<file path="src/accum_pkg.sv">
// Accumulator bank shared definitions
package accum_pkg;

  // ============================================================
  // sizes
  // ============================================================
  localparam int unsigned NUM_ACC = 8;   // accumulators in the bank
  localparam int unsigned ACC_W   = 32;
  localparam int unsigned OUT_W   = 64;  // output stream word
  localparam int unsigned ADDR_W  = 3;
  localparam int unsigned LEN_W   = 16;  // accumulation length

  // ============================================================
  // APB register map, byte offsets
  // ============================================================
  localparam logic [7:0] REG_CMD       = 8'h00;
  localparam logic [7:0] REG_ACCUM_LEN = 8'h04;
  localparam logic [7:0] REG_SCALE     = 8'h08;
  localparam logic [7:0] REG_SHIFT     = 8'h0C;
  localparam logic [7:0] REG_MODE      = 8'h10;
  localparam logic [7:0] REG_STATUS    = 8'h14;

  // command codes, zero is not a command
  localparam logic [2:0] CMD_CLEAR     = 3'd1;
  localparam logic [2:0] CMD_ACCUM     = 3'd2;
  localparam logic [2:0] CMD_NORMQUANT = 3'd3;
  localparam logic [2:0] CMD_STREAMOUT = 3'd4;

  // streamout packing
  localparam logic MODE_8B  = 1'b0;
  localparam logic MODE_32B = 1'b1;

  // one output beat: eight quantized bytes or two raw accumulators
  typedef union packed {
    logic [OUT_W/8-1:0][7:0]           bytes;
    logic [OUT_W/ACC_W-1:0][ACC_W-1:0] words;
  } out_word_u;

endpackage

</file>
<file path="src/accum_bank_if.sv">
// Accumulator bank access interface
`timescale 1ns/1ps

interface accum_bank_if #(
  parameter int unsigned NumAcc = accum_pkg::NUM_ACC
);

  // accumulate and clear, from the FSM
  logic                                 clear;
  logic                                 add_en;
  logic [accum_pkg::ADDR_W-1:0]         add_addr;
  logic signed [accum_pkg::ACC_W-1:0]   psum;

  // read side
  logic [accum_pkg::ADDR_W-1:0]         rd_addr;
  logic signed [accum_pkg::ACC_W-1:0]   rd_data;
  logic [NumAcc-1:0][accum_pkg::ACC_W-1:0] acc_all;  // whole bank, for streamout packing

  // normquant issue and write-back
  logic                                 nq_valid;
  logic [accum_pkg::ADDR_W-1:0]         nq_addr;
  logic                                 wr_en;
  logic [accum_pkg::ADDR_W-1:0]         wr_addr;
  logic [accum_pkg::ACC_W-1:0]          wr_data;

  modport ctrl (output clear, add_en, add_addr, psum, rd_addr, nq_valid, nq_addr,
                input  acc_all);
  modport bank (input  clear, add_en, add_addr, psum, rd_addr, wr_en, wr_addr, wr_data,
                output rd_data, acc_all);
  modport nq   (input  rd_data, nq_valid, nq_addr,
                output wr_en, wr_addr, wr_data);

endinterface

</file>
<file path="src/accum_apb_regs.sv">
// APB configuration and command registers
`timescale 1ns/1ps

module accum_apb_regs #(
  parameter int unsigned NumAcc = accum_pkg::NUM_ACC
) (
  input  logic                        clk_state,
  input  logic                        rst_ni,
  input  logic                        psel_i,
  input  logic                        penable_i,
  input  logic                        pwrite_i,
  input  logic [7:0]                  paddr_i,
  input  logic [31:0]                 pwdata_i,
  input  logic                        busy_i,
  output logic [31:0]                 prdata_o,
  output logic                        pready_o,
  output logic                        pslverr_o,
  output logic                        cmd_valid_o,
  output logic [2:0]                  cmd_code_o,
  output logic [accum_pkg::LEN_W-1:0] accum_len_o,
  output logic [7:0]                  scale_o,
  output logic [4:0]                  shift_o,
  output logic                        mode_o
);

  logic access;
  logic wr_access;
  logic addr_ok;
  logic cmd_wr;
  logic cmd_known;

  assign access    = psel_i & penable_i;
  assign wr_access = access & pwrite_i;
  assign pready_o  = 1'b1;  // zero wait states

  // ============================================================
  // address decode and read mux
  // ============================================================
  always_comb begin
    addr_ok  = 1'b1;
    prdata_o = '0;
    case (paddr_i)
      accum_pkg::REG_CMD:       prdata_o = '0;  // write-only
      accum_pkg::REG_ACCUM_LEN: prdata_o = 32'(accum_len_o);
      accum_pkg::REG_SCALE:     prdata_o = 32'(scale_o);
      accum_pkg::REG_SHIFT:     prdata_o = 32'(shift_o);
      accum_pkg::REG_MODE:      prdata_o = 32'(mode_o);
      accum_pkg::REG_STATUS:    prdata_o = {16'h0, 8'(NumAcc), 7'h0, busy_i};
      default:                  addr_ok  = 1'b0;
    endcase
  end

  // command launch
  assign cmd_wr     = wr_access & (paddr_i == accum_pkg::REG_CMD);
  assign cmd_known  = pwdata_i[2:0] inside {accum_pkg::CMD_CLEAR, accum_pkg::CMD_ACCUM,
                                            accum_pkg::CMD_NORMQUANT, accum_pkg::CMD_STREAMOUT};
  assign cmd_valid_o = cmd_wr & ~busy_i & cmd_known;
  assign cmd_code_o  = pwdata_i[2:0];

  // unmapped address, or a command that cannot be taken
  assign pslverr_o = access & (~addr_ok | (cmd_wr & (busy_i | ~cmd_known)));

  // ============================================================
  // held configuration
  // ============================================================
  always_ff @(posedge clk_state or negedge rst_ni) begin
    if (!rst_ni) begin
      accum_len_o <= '0;
      scale_o     <= '0;
      shift_o     <= '0;
      mode_o      <= accum_pkg::MODE_8B;
    end else if (wr_access) begin
      case (paddr_i)
        accum_pkg::REG_ACCUM_LEN: accum_len_o <= pwdata_i[accum_pkg::LEN_W-1:0];
        accum_pkg::REG_SCALE:     scale_o     <= pwdata_i[7:0];
        accum_pkg::REG_SHIFT:     shift_o     <= pwdata_i[4:0];
        accum_pkg::REG_MODE:      mode_o      <= pwdata_i[0];
        default: ;  // CMD and STATUS hold nothing here
      endcase
    end
  end

endmodule

</file>
<file path="src/accum_bank.sv">
// Accumulator register bank
`timescale 1ns/1ps

module accum_bank #(
  parameter int unsigned NumAcc = accum_pkg::NUM_ACC
) (
  input  logic       clk_state,
  input  logic       rst_ni,
  accum_bank_if.bank bank_if
);

  logic [NumAcc-1:0][accum_pkg::ACC_W-1:0] acc_q;
  logic signed [accum_pkg::ACC_W-1:0]      sum;

  // ============================================================
  // adder, wraps on overflow
  // ============================================================
  assign sum = $signed(acc_q[bank_if.add_addr]) + bank_if.psum;

  always_ff @(posedge clk_state or negedge rst_ni) begin
    if (!rst_ni) begin
      acc_q <= '0;
    end else if (bank_if.clear) begin
      acc_q <= '0;  // whole bank in one cycle
    end else begin
      if (bank_if.wr_en) begin
        acc_q[bank_if.wr_addr] <= bank_if.wr_data;  // normquant write-back
      end
      if (bank_if.add_en) begin
        acc_q[bank_if.add_addr] <= sum;
      end
    end
  end

  // combinational read ports
  assign bank_if.rd_data = acc_q[bank_if.rd_addr];
  assign bank_if.acc_all = acc_q;

endmodule

</file>
<file path="src/accum_ctrl_fsm.sv">
// Command state machine and streamout packing
`timescale 1ns/1ps

module accum_ctrl_fsm #(
  parameter int unsigned NumAcc = accum_pkg::NUM_ACC
) (
  input  logic                        clk_state,
  input  logic                        rst_ni,
  input  logic                        cmd_valid_i,
  input  logic [2:0]                  cmd_code_i,
  input  logic [accum_pkg::LEN_W-1:0] accum_len_i,
  input  logic                        mode_i,
  input  logic                        psum_valid_i,
  input  logic [accum_pkg::ACC_W-1:0] psum_data_i,
  input  logic                        out_ready_i,
  output logic                        busy_o,
  output logic                        psum_ready_o,
  output logic                        out_valid_o,
  output logic [accum_pkg::OUT_W-1:0] out_data_o,
  output logic                        done_o,
  accum_bank_if.ctrl                  bank_if
);

  localparam logic [2:0] IDLE      = 3'd0;
  localparam logic [2:0] CLEAR     = 3'd1;
  localparam logic [2:0] ACCUM     = 3'd2;
  localparam logic [2:0] NORMQUANT = 3'd3;
  localparam logic [2:0] NQ_DRAIN  = 3'd4;
  localparam logic [2:0] STREAMOUT = 3'd5;

  logic [2:0]                  state_q, state_d;
  logic [accum_pkg::ADDR_W-1:0] cnt_q, cnt_d, cnt_inc;
  logic [accum_pkg::LEN_W-1:0]  len_cnt_q, len_cnt_d;
  logic                        done_d;
  logic                        psum_hs, out_hs, last_beat;
  accum_pkg::out_word_u        out_word;

  assign psum_hs   = psum_valid_i & psum_ready_o;
  assign out_hs    = out_valid_o & out_ready_i;
  assign cnt_inc   = (int'(cnt_q) == NumAcc - 1) ? '0 : cnt_q + 1'b1;  // wraps mod NumAcc
  assign last_beat = (mode_i == accum_pkg::MODE_8B) || (int'(cnt_q) == NumAcc/2 - 1);

  // ============================================================
  // next state
  // ============================================================
  always_comb begin
    state_d   = state_q;
    cnt_d     = cnt_q;
    len_cnt_d = len_cnt_q;
    done_d    = 1'b0;
    case (state_q)
      IDLE: if (cmd_valid_i) begin
        cnt_d     = '0;
        len_cnt_d = '0;
        case (cmd_code_i)
          accum_pkg::CMD_CLEAR:     state_d = CLEAR;
          accum_pkg::CMD_NORMQUANT: state_d = NORMQUANT;
          accum_pkg::CMD_STREAMOUT: state_d = STREAMOUT;
          accum_pkg::CMD_ACCUM: begin
            if (accum_len_i == '0) done_d = 1'b1;  // nothing to add
            else state_d = ACCUM;
          end
          default: ;
        endcase
      end
      CLEAR: begin
        state_d = IDLE;
        done_d  = 1'b1;
      end
      ACCUM: if (psum_hs) begin
        cnt_d     = cnt_inc;
        len_cnt_d = len_cnt_q + 1'b1;
        if (len_cnt_q == accum_len_i - 1'b1) begin
          state_d = IDLE;
          done_d  = 1'b1;
        end
      end
      NORMQUANT: begin
        cnt_d = cnt_inc;
        if (int'(cnt_q) == NumAcc - 1) state_d = NQ_DRAIN;
      end
      NQ_DRAIN: begin  // two results still in the pipeline
        cnt_d = cnt_inc;
        if (cnt_q == 1) begin
          state_d = IDLE;
          done_d  = 1'b1;
        end
      end
      STREAMOUT: if (out_hs) begin
        cnt_d = cnt_inc;
        if (last_beat) begin
          state_d = IDLE;
          done_d  = 1'b1;
        end
      end
      default: state_d = IDLE;
    endcase
  end

  always_ff @(posedge clk_state or negedge rst_ni) begin
    if (!rst_ni) begin
      state_q   <= IDLE;
      cnt_q     <= '0;
      len_cnt_q <= '0;
      done_o    <= 1'b0;
    end else begin
      state_q   <= state_d;
      cnt_q     <= cnt_d;
      len_cnt_q <= len_cnt_d;
      done_o    <= done_d;
    end
  end

  assign busy_o       = (state_q != IDLE);
  assign psum_ready_o = (state_q == ACCUM);
  assign out_valid_o  = (state_q == STREAMOUT);

  // bank side
  assign bank_if.clear    = (state_q == CLEAR);
  assign bank_if.add_en   = psum_hs;
  assign bank_if.add_addr = cnt_q;
  assign bank_if.psum     = psum_data_i;
  assign bank_if.rd_addr  = cnt_q;
  assign bank_if.nq_valid = (state_q == NORMQUANT);
  assign bank_if.nq_addr  = cnt_q;

  // ============================================================
  // streamout packing
  // ============================================================
  always_comb begin
    out_word = '0;
    if (mode_i == accum_pkg::MODE_32B) begin
      out_word.words[0] = bank_if.acc_all[{cnt_q[accum_pkg::ADDR_W-2:0], 1'b0}];
      out_word.words[1] = bank_if.acc_all[{cnt_q[accum_pkg::ADDR_W-2:0], 1'b1}];
    end else begin
      for (int i = 0; i < accum_pkg::OUT_W/8; i++) begin
        out_word.bytes[i] = bank_if.acc_all[i][7:0];  // low byte holds the quantized value
      end
    end
  end

  assign out_data_o = out_word;

endmodule

</file>
<file path="src/accum_normquant.sv">
// Scale, shift and clip pipeline
`timescale 1ns/1ps

module accum_normquant #(
  parameter int unsigned NumAcc = accum_pkg::NUM_ACC
) (
  input  logic       clk_state,
  input  logic       rst_ni,
  input  logic [7:0] scale_i,
  input  logic [4:0] shift_i,
  accum_bank_if.nq   bank_if
);

  logic signed [39:0]           prod_d, prod_q;
  logic signed [39:0]           shifted;
  logic [7:0]                   clip;
  logic                         valid_q, wr_en_q;
  logic [accum_pkg::ADDR_W-1:0] addr_q, wr_addr_q;
  logic [7:0]                   wr_byte_q;

  // ============================================================
  // stage 1, multiply by the unsigned scale
  // ============================================================
  assign prod_d = $signed(bank_if.rd_data) * $signed({1'b0, scale_i});

  // stage 2, arithmetic shift and saturate to int8
  assign shifted = prod_q >>> shift_i;
  assign clip    = (shifted > 40'sd127)  ? 8'h7f :
                   (shifted < -40'sd128) ? 8'h80 : shifted[7:0];

  always_ff @(posedge clk_state or negedge rst_ni) begin
    if (!rst_ni) begin
      prod_q    <= '0;
      valid_q   <= 1'b0;
      addr_q    <= '0;
      wr_en_q   <= 1'b0;
      wr_addr_q <= '0;
      wr_byte_q <= '0;
    end else begin
      prod_q    <= prod_d;
      valid_q   <= bank_if.nq_valid;
      addr_q    <= bank_if.nq_addr;
      wr_en_q   <= valid_q;
      wr_addr_q <= addr_q;
      wr_byte_q <= clip;
    end
  end

  // write-back two cycles after the read
  assign bank_if.wr_en   = wr_en_q;
  assign bank_if.wr_addr = wr_addr_q;
  assign bank_if.wr_data = {{(accum_pkg::ACC_W-8){wr_byte_q[7]}}, wr_byte_q};

endmodule

</file>
<file path="src/accum_top.sv">
// Accumulator bank top level
`timescale 1ns/1ps

module accum_top #(
  parameter int unsigned NumAcc = accum_pkg::NUM_ACC
) (
  input  logic                        clk_state,
  input  logic                        rst_ni,
  // APB
  input  logic                        psel_i,
  input  logic                        penable_i,
  input  logic                        pwrite_i,
  input  logic [7:0]                  paddr_i,
  input  logic [31:0]                 pwdata_i,
  output logic [31:0]                 prdata_o,
  output logic                        pready_o,
  output logic                        pslverr_o,
  // partial sums in
  input  logic                        psum_valid_i,
  output logic                        psum_ready_o,
  input  logic [accum_pkg::ACC_W-1:0] psum_data_i,
  // results out
  output logic                        out_valid_o,
  input  logic                        out_ready_i,
  output logic [accum_pkg::OUT_W-1:0] out_data_o,
  output logic                        done_o
);

  logic                        busy;
  logic                        cmd_valid;
  logic [2:0]                  cmd_code;
  logic [accum_pkg::LEN_W-1:0] accum_len;
  logic [7:0]                  scale;
  logic [4:0]                  shift;
  logic                        mode;

  accum_bank_if #(.NumAcc(NumAcc)) bank_if ();

  accum_apb_regs #(.NumAcc(NumAcc)) i_apb_regs (
    .clk_state   ( clk_state ),
    .rst_ni      ( rst_ni    ),
    .psel_i      ( psel_i    ),
    .penable_i   ( penable_i ),
    .pwrite_i    ( pwrite_i  ),
    .paddr_i     ( paddr_i   ),
    .pwdata_i    ( pwdata_i  ),
    .busy_i      ( busy      ),
    .prdata_o    ( prdata_o  ),
    .pready_o    ( pready_o  ),
    .pslverr_o   ( pslverr_o ),
    .cmd_valid_o ( cmd_valid ),
    .cmd_code_o  ( cmd_code  ),
    .accum_len_o ( accum_len ),
    .scale_o     ( scale     ),
    .shift_o     ( shift     ),
    .mode_o      ( mode      )
  );

  accum_ctrl_fsm #(.NumAcc(NumAcc)) i_ctrl_fsm (
    .clk_state    ( clk_state    ),
    .rst_ni       ( rst_ni       ),
    .cmd_valid_i  ( cmd_valid    ),
    .cmd_code_i   ( cmd_code     ),
    .accum_len_i  ( accum_len    ),
    .mode_i       ( mode         ),
    .psum_valid_i ( psum_valid_i ),
    .psum_data_i  ( psum_data_i  ),
    .out_ready_i  ( out_ready_i  ),
    .busy_o       ( busy         ),
    .psum_ready_o ( psum_ready_o ),
    .out_valid_o  ( out_valid_o  ),
    .out_data_o   ( out_data_o   ),
    .done_o       ( done_o       ),
    .bank_if      ( bank_if.ctrl )
  );

  accum_bank #(.NumAcc(NumAcc)) i_bank (
    .clk_state ( clk_state    ),
    .rst_ni    ( rst_ni       ),
    .bank_if   ( bank_if.bank )
  );

  accum_normquant #(.NumAcc(NumAcc)) i_normquant (
    .clk_state ( clk_state  ),
    .rst_ni    ( rst_ni     ),
    .scale_i   ( scale      ),
    .shift_i   ( shift      ),
    .bank_if   ( bank_if.nq )
  );

endmodule

</file>
<file path="config.mk">
export PLATFORM = sky130hd
export DESIGN_NAME = accum_top
export DESIGN_NICKNAME = d
export VERILOG_FILES = /design/src/accum_pkg.sv /design/src/accum_bank_if.sv /design/src/accum_apb_regs.sv /design/src/accum_bank.sv /design/src/accum_ctrl_fsm.sv /design/src/accum_normquant.sv /design/src/accum_top.sv
export SDC_FILE = /design/constraint.sdc
export NUM_CORES = 2
export LEC_CHECK = 0
export BUFFER_PORTS_ARGS = -buffer_cell sky130_fd_sc_hd__buf_2
export CAP_MARGIN = 30
export CORE_ASPECT_RATIO = 0.75
export CORE_MARGIN = 5
export CORE_UTILIZATION = 41
export DETAILED_ROUTE_END_ITERATION = 7
export GPL_ROUTABILITY_DRIVEN = 0
export PLACE_DENSITY_LB_ADDON = 0.12
export SLEW_MARGIN = 40
export SYNTH_ARGS = -nofsm -noshare
export SYNTH_HDL_FRONTEND = slang
export SYNTH_HIERARCHICAL = 1
export SYNTH_SLANG_ARGS = --single-unit
</file>
<file path="constraint.sdc">
create_clock -name clk_state -period 6.4 [get_ports clk_state]
set_input_delay 0.32 -clock clk_state [delete_from_list [all_inputs] [get_ports clk_state]]
set_output_delay 0.32 -clock clk_state [all_outputs]
set_load 0.03 [all_outputs]
</file>
# ---- Word-level counts from Yosys, hierarchy flattened
# Cells that the tools add are included.
dict set report word_totals {
  in_bits 79
  reg_bits 365
}
dict set report classes {
  mux 48
  n_eq_ne 27
  n_addsub 4
  order_cmp 8
  n_reduce_logical 19
  n_shift 1
  n_mul 1
  bitwise_logic 15
}
# cell count
set op_table {}
lappend op_table {{256-bit two-way mux} 4}
lappend op_table {{256-bit bitwise mux} 2}
lappend op_table {{32-bit demux with 3-bit select} 2}
lappend op_table {{32-bit two-way mux} 5}
lappend op_table {{32-bit binary-select mux with 2-bit select} 2}
lappend op_table {{32-bit binary-select mux with 3-bit select} 1}
lappend op_table {{16-bit case mux with 5 select lines} 1}
lappend op_table {{64-bit two-way mux} 1}
lappend op_table {{40-bit by 8-bit > comparator with 1-bit output, second input constant} 1}
lappend op_table {{40-bit by 8-bit < comparator with 1-bit output, second input constant} 1}
lappend op_table {{32-bit by 9-bit multiplier with 40-bit output} 1}
lappend op_table {{40-bit by 5-bit >>> shifter with 40-bit output} 1}
lappend op_table {{3-bit two-way mux} 12}
lappend op_table {{32-bit adder} 1}
lappend op_table {{16-bit two-way mux} 2}
lappend op_table {{16-bit case mux with 2 select lines} 1}
lappend op_table {{3-bit case mux with 4 select lines} 2}
lappend op_table {{16-bit by 1-bit adder with 16-bit output, second input constant} 1}
lappend op_table {{16-bit equality test} 1}
lappend op_table {{8-bit by 4-bit equality test with 1-bit output, second input constant} 2}
lappend op_table {{8-bit by 5-bit equality test with 1-bit output, second input constant} 2}
lappend op_table {{16-bit logical NOT} 1}
lappend op_table {{3-bit by 4-bit < comparator with 1-bit output, second input constant} 4}
lappend op_table {{8-bit two-way mux} 2}
lappend op_table {{other kinds (30)} 70}

# ---- Depth between registers and ports, before layout
dict set report depth {
  depth_word 10
  depth_mapped 25
  mapped_depth_nobuf 22
}

# ---- By module
# Netlist, hierarchy kept.
# module n_inst area_each_um2 cells_per_inst
set modules_own_cells {}
lappend modules_own_cells {accum_bank 1 18739.2 1863}
lappend modules_own_cells {accum_normquant 1 13141.4 1495}
lappend modules_own_cells {accum_ctrl_fsm 1 4441.8 470}
lappend modules_own_cells {accum_apb_regs 1 1711.6 154}

# ---- Least setup slack after synthesis
# OpenSTA, ideal clock, no wires.
dict set report synth_timing {
  kind {reg-to-reg}
  startpoint {register i_ctrl_fsm.cnt_q, in the netlist i_ctrl_fsm/bank_if.add_addr[0]}
  endpoint {register i_normquant.prod_q[34]}
  t_required_ps 6331
  arrival_ps 6825
  setup_ps 69
  path_stages_with_launch 23
  synth_period_minus_slack_ps 6894
  path_slack_ps -494
  path_cell_list {dfrtp_1 > buf_4 > clkbuf_1 > buf_1 > mux4_2 > mux2_2 > and2_1 > fa_1 > fa_1 > inv_1 > fa_1 > fa_1 > inv_1 > ha_1 > o21a_1 > o31a_1 > or3_1 > a21oi_1 > o221ai_1 > a21oi_1 > o31ai_1 > or4b_1 > nand3_1}
}
dict set report synth_via {
  elab_chain_len 3
}
# element line_no
set synth_lines {}
lappend synth_lines {{start: declaration} accum_ctrl_fsm.sv:32} ;# logic [accum_pkg::ADDR_W-1:0] cnt_q, cnt_d, cnt_inc;
lappend synth_lines {{start signal: assignment} accum_ctrl_fsm.sv:108} ;# cnt_q <= cnt_d;
lappend synth_lines {{32-bit binary-select mux with 3-bit select} accum_bank.sv:36} ;# assign bank_if.rd_data = acc_q[bank_if.rd_addr];
lappend synth_lines {{32-bit two-way mux (not written as such)} accum_bank.sv:36}
lappend synth_lines {{net bank_if.rd_data, one bit} accum_bank_if.sv:16} ;# logic signed [accum_pkg::ACC_W-1:0] rd_data;
lappend synth_lines {{32-bit by 9-bit multiplier with 40-bit output} accum_normquant.sv:24} ;# assign prod_d = $signed(bank_if.rd_data) * $signed({1'b0, scale_i});
lappend synth_lines {{net i_normquant.prod_d[34]} accum_normquant.sv:14} ;# logic signed [39:0] prod_d, prod_q;
lappend synth_lines {{end signal: assignment} accum_normquant.sv:40} ;# prod_q <= prod_d;
lappend synth_lines {{end: declaration} accum_normquant.sv:14}
# The timed path passes the listed nets, and every way through them passes these cells. The select of a mux whose other input is x is not followed.
# A chain may end at the register's enable or synchronous reset.

# ---- Final worst setup path
# Same ends and word-level chain as after synthesis.

==> summary.txt <==
Outcome
  • Status: completed

Clock network
  • H-tree depth: 2
  • Clk slew on worst S/H paths: around 60 ps
  • Total CTS buffers: 44
  • Root buf cell: clkbuf_16
  • Clk buf depth: 3
  • CTS tree: yes
  • Worst-skew pair later-pin latency: between 600 and 700 ps
  • Clk sinks: about 370

Finish
  • P&R area growth vs syn: 12.1%
  • Area of the multi-input gates: approximately 26,000 um2
  • Fill count: around 8,800
  • Nets: approximately 4,400
  • Layout cells sized above 1: 23.1%
  • Most common cell after layout, fill and taps aside: dfrtp_1
  • FF+latch area: slightly above 9000 um2
  • Final cell count without fillers: about 5,300
  • Most frequent cells in the layout: 356 x dfrtp_1, 308 x inv_1, 299 x nor2_1, 280 x a211oi_1, 264 x nand2_1

Route
  • Initial detailed-routing violation count: 3,725
  • Pre-antenna DRT Iters: 5
  • Routed WL: around 140 mm
  • Routed vias/inst: ~6
  • DRT antenna net count: 0
  • Wire per inst: roughly 26 um
  • Remaining DRCs: 0
  • DR vias: 32,000

GRT
  • Grt ovf: 0
  • GRT Resource Usage Total: about a quarter
  • Vias in the first global route: 30,500
  • Initial antenna violation count: 3
  • Largest net degree at the start of global routing: ~160
  • First-pass GRT wire length: 204 mm

STA
  • Setup violators final: 0
  • Fin worst setup slack: around 210 ps
  • Max Fclk: approximately 160 MHz
  • Final Skew: 45.1 ps
  • Hold Violations, Final: 0
  • Max_slew headroom: 39.9%
  • Final TNS setup: 0 ps
  • Final worst-path cycle share: a little over nine tenths
  • RSZ-0062 raised after global routing: yes
  • Worst-Margin Slew: ~900 ps
  • Post-route minimum period: around 6200 ps
  • Max-slew violations: 0
  • Min Hold Slack: approximately 100 ps

Synthesis
  • Yosys cell types: 120
  • Mean post-synth cell area: about 9.6 um2
  • Post-Synthesis Cells: between 3,000 and 4,000
  • Cell Area, Synth: roughly 38,000 um2
  • Synth Register Bits: between 300 and 400
  • Sequential share of the synthesized area: between 20% and 30%
  • YS warnings: 6
  • Async SR Flop Fraction: 100%
  • Most used DFF post-synth: dfrtp_1
  • EDFF count, synth: 0

Die
  • Die area: just under 100,000 um2
  • Die Y: roughly 270 um
  • Die W: ~360 um
  • Boundary Pins: 180
  • Std-Cell Core Area: about 92,000 um2
  • Initial Util: between 40% and 50%
  • Row cnt: 96

Worst setup path
  • CP dominant cell by count: fa_1
  • Worst-path fanout max: 8
  • CP max-delay cell: fa_1
  • Critical Path RT: approximately 6900 ps
  • Crit path DAT: 6720 ps
  • Startpoint types: flip-flop
  • Setup CP Type: flip-flop to flip-flop
  • Max incr delay on CP: around 550 ps
  • Worst reg-to-reg path cell count: 25
  • Endpoint type of the worst setup path: flip-flop

Hold path
  • Hold path depth: 3
  • Min-Delay Path Class: primary input to flip-flop

Placement
  • Pre-CTS setup slack: -41.7 ps
  • Port bufs: 146
  • Hpwl dp: between 90 and 100 mm
  • Placed Cells: roughly 5,200

Pwr
  • Pleak: ~20 nW
  • Pwr dens: approximately 470 nW/um2
  • Post-route total power: between 20 and 25 mW
  • Worst VDD drop: approximately 0.00031 V

Flow run
  • Max Cap Viol: 0
## area by class of cell
type,instances,share of cell area [%]
sequential,365,21.5
inverter,313,2.76
clock inverter,18,0.422
clock buffer,61,2.94
multi-input combinational,2920,61.3
antenna,1,0.00587
timing repair buffer,397,7.52
tap,1225,3.59
## stage by stage
step | instance area (um2) | utilization, %
final | 42600 | 46.5
after global routing | 42600 | 46.5
after CTS | 42000 | 45.8
after detailed placement | 40400 | 44.0
after global placement | 40300 | 43.9
after floorplan | 38100 | -
## registers in the layout, indices dropped and copies added, names as in the netlist, 5 cells and up
register,flops
i_apb_regs/accum_len_o,16
i_apb_regs/shift_o,5
i_bank/bank_if.acc_all,256
i_normquant/wr_byte_q,8
i_normquant/prod_q,40
i_apb_regs/scale_o,8
i_ctrl_fsm/len_cnt_q,16
## cells in the mapped netlist, drive strengths merged, types with 4 or more instances
library cell / number / area (um2)
nand2b: 23 / 144
a21boi: 4 / 30.0
ha: 116 / 1450
xor2: 33 / 297
mux2i: 229 / 2290
or4: 8 / 67.6
o211a: 9 / 90.1
a311oi: 5 / 62.6
nor3: 34 / 180
dfrtp: 365 / 9130
nor4: 18 / 164
nand3b: 5 / 37.5
a211oi: 281 / 2110
o21ai: 86 / 438
or2: 5 / 31.3
or4b: 4 / 40.0
a21o: 67 / 504
a21oi: 181 / 925
and3: 13 / 82.6
o211ai: 12 / 90.1
o311ai: 11 / 96.3
clkbuf: 218 / 836
nand3: 64 / 325
a22oi: 47 / 353
nor2b: 95 / 597
mux2: 212 / 2420
buf: 180 / 1110
nor2: 306 / 1160
o21bai: 6 / 45.0
nand2: 269 / 1010
o21a: 21 / 158
fa: 197 / 3940
or3: 9 / 62.6
xnor2: 55 / 489
nand4: 24 / 150
nand4b: 7 / 61.3
a31oi: 19 / 119
a2111oi: 13 / 146
mux4: 165 / 3720
nor3b: 7 / 73.8
o22ai: 17 / 126
a221oi: 23 / 225
and2: 146 / 916
inv: 312 / 1170
## power breakdown
part           leakage (nW)  internal [mW]  switching [mW]
Sequential             4.75           3.13            1.06
Clock                 0.717           1.46            1.14
Combinational          14.2           5.25            7.99
Total                  19.7           9.84            10.2
## worst max-delay path, delay by kind of cell (launching register included)
kind                     cells  cell delay (ps)
adder cells (fa/ha/maj)      5             2150
AND/OR/NAND/NOR              4              990
buffers and inverters        8              900
multiplexers                 2              850
AO/OA/AOI/OAI                6              770
flip-flops                   1              420
## routing by layer
layer | part of all wire [%] | up-vias | GRT usage, %
met5 | 0 | - | 0
met4 | 2.3 | 0 | 5.69
met3 | 10 | 173 | 6.71
met2 | 42 | 1452 | 38.5
met1 | 46 | 16100 | 40.5
li1 | - | 14200 | -
## repair_timing
item                                    CTS  global route
resized for setup                         2            48
hold buffers                             14             0
setup buffers                             0            19
endpoints found under the setup margin    3            14
gates cloned                              0             7
pin swaps                                 0             8
hold endpoints to repair                108             0
## path summary, 6_finish.rpt
| kind | start | end | slack, ps |
|---|---|---|---|
| worst max-delay path | i_ctrl_fsm/bank_if.add_addr[0]$_DFFE_PN0P_ | i_normquant/prod_q[34]$_DFF_PN0_ | 210 |
| min in group asynchronous | rst_ni | i_bank/bank_if.acc_all[77]$_DFF_PN0_ | 160 |
| max in group asynchronous | rst_ni | i_bank/bank_if.acc_all[187]$_DFF_PN0_ | 4650 |
| worst max register to register | i_ctrl_fsm/bank_if.add_addr[0]$_DFFE_PN0P_ | i_normquant/prod_q[34]$_DFF_PN0_ | 210 |
| worst min register to register | i_normquant/addr_q[1]$_DFF_PN0_ | i_normquant/bank_if.wr_addr[1]$_DFF_PN0_ | 350 |
| worst min-delay path | psum_valid_i | i_ctrl_fsm/done_o$_DFF_PN0_ | 100 |
## logic make-up (layout without fill, tap and decap cells)
| logic type | Yosys count | in the layout | synth area share (%) |
|---|---|---|---|
| buffers and inverters | 712 | 789 | 8.24 |
| and+or+nand+nor | 1046 | 1046 | 13.6 |
| muxes | 606 | 606 | 22.2 |
| xor gates and xnor gates | 88 | 88 | 2.07 |
| AOI/OAI and AO/OA | 850 | 850 | 15.7 |
| adders and majority gates | 313 | 313 | 14.2 |
| DFF | 365 | 365 | 24.0 |
| other | 2 | 18 | 0.0197 |
No activity file was read; power rests on OpenSTA's default activity.
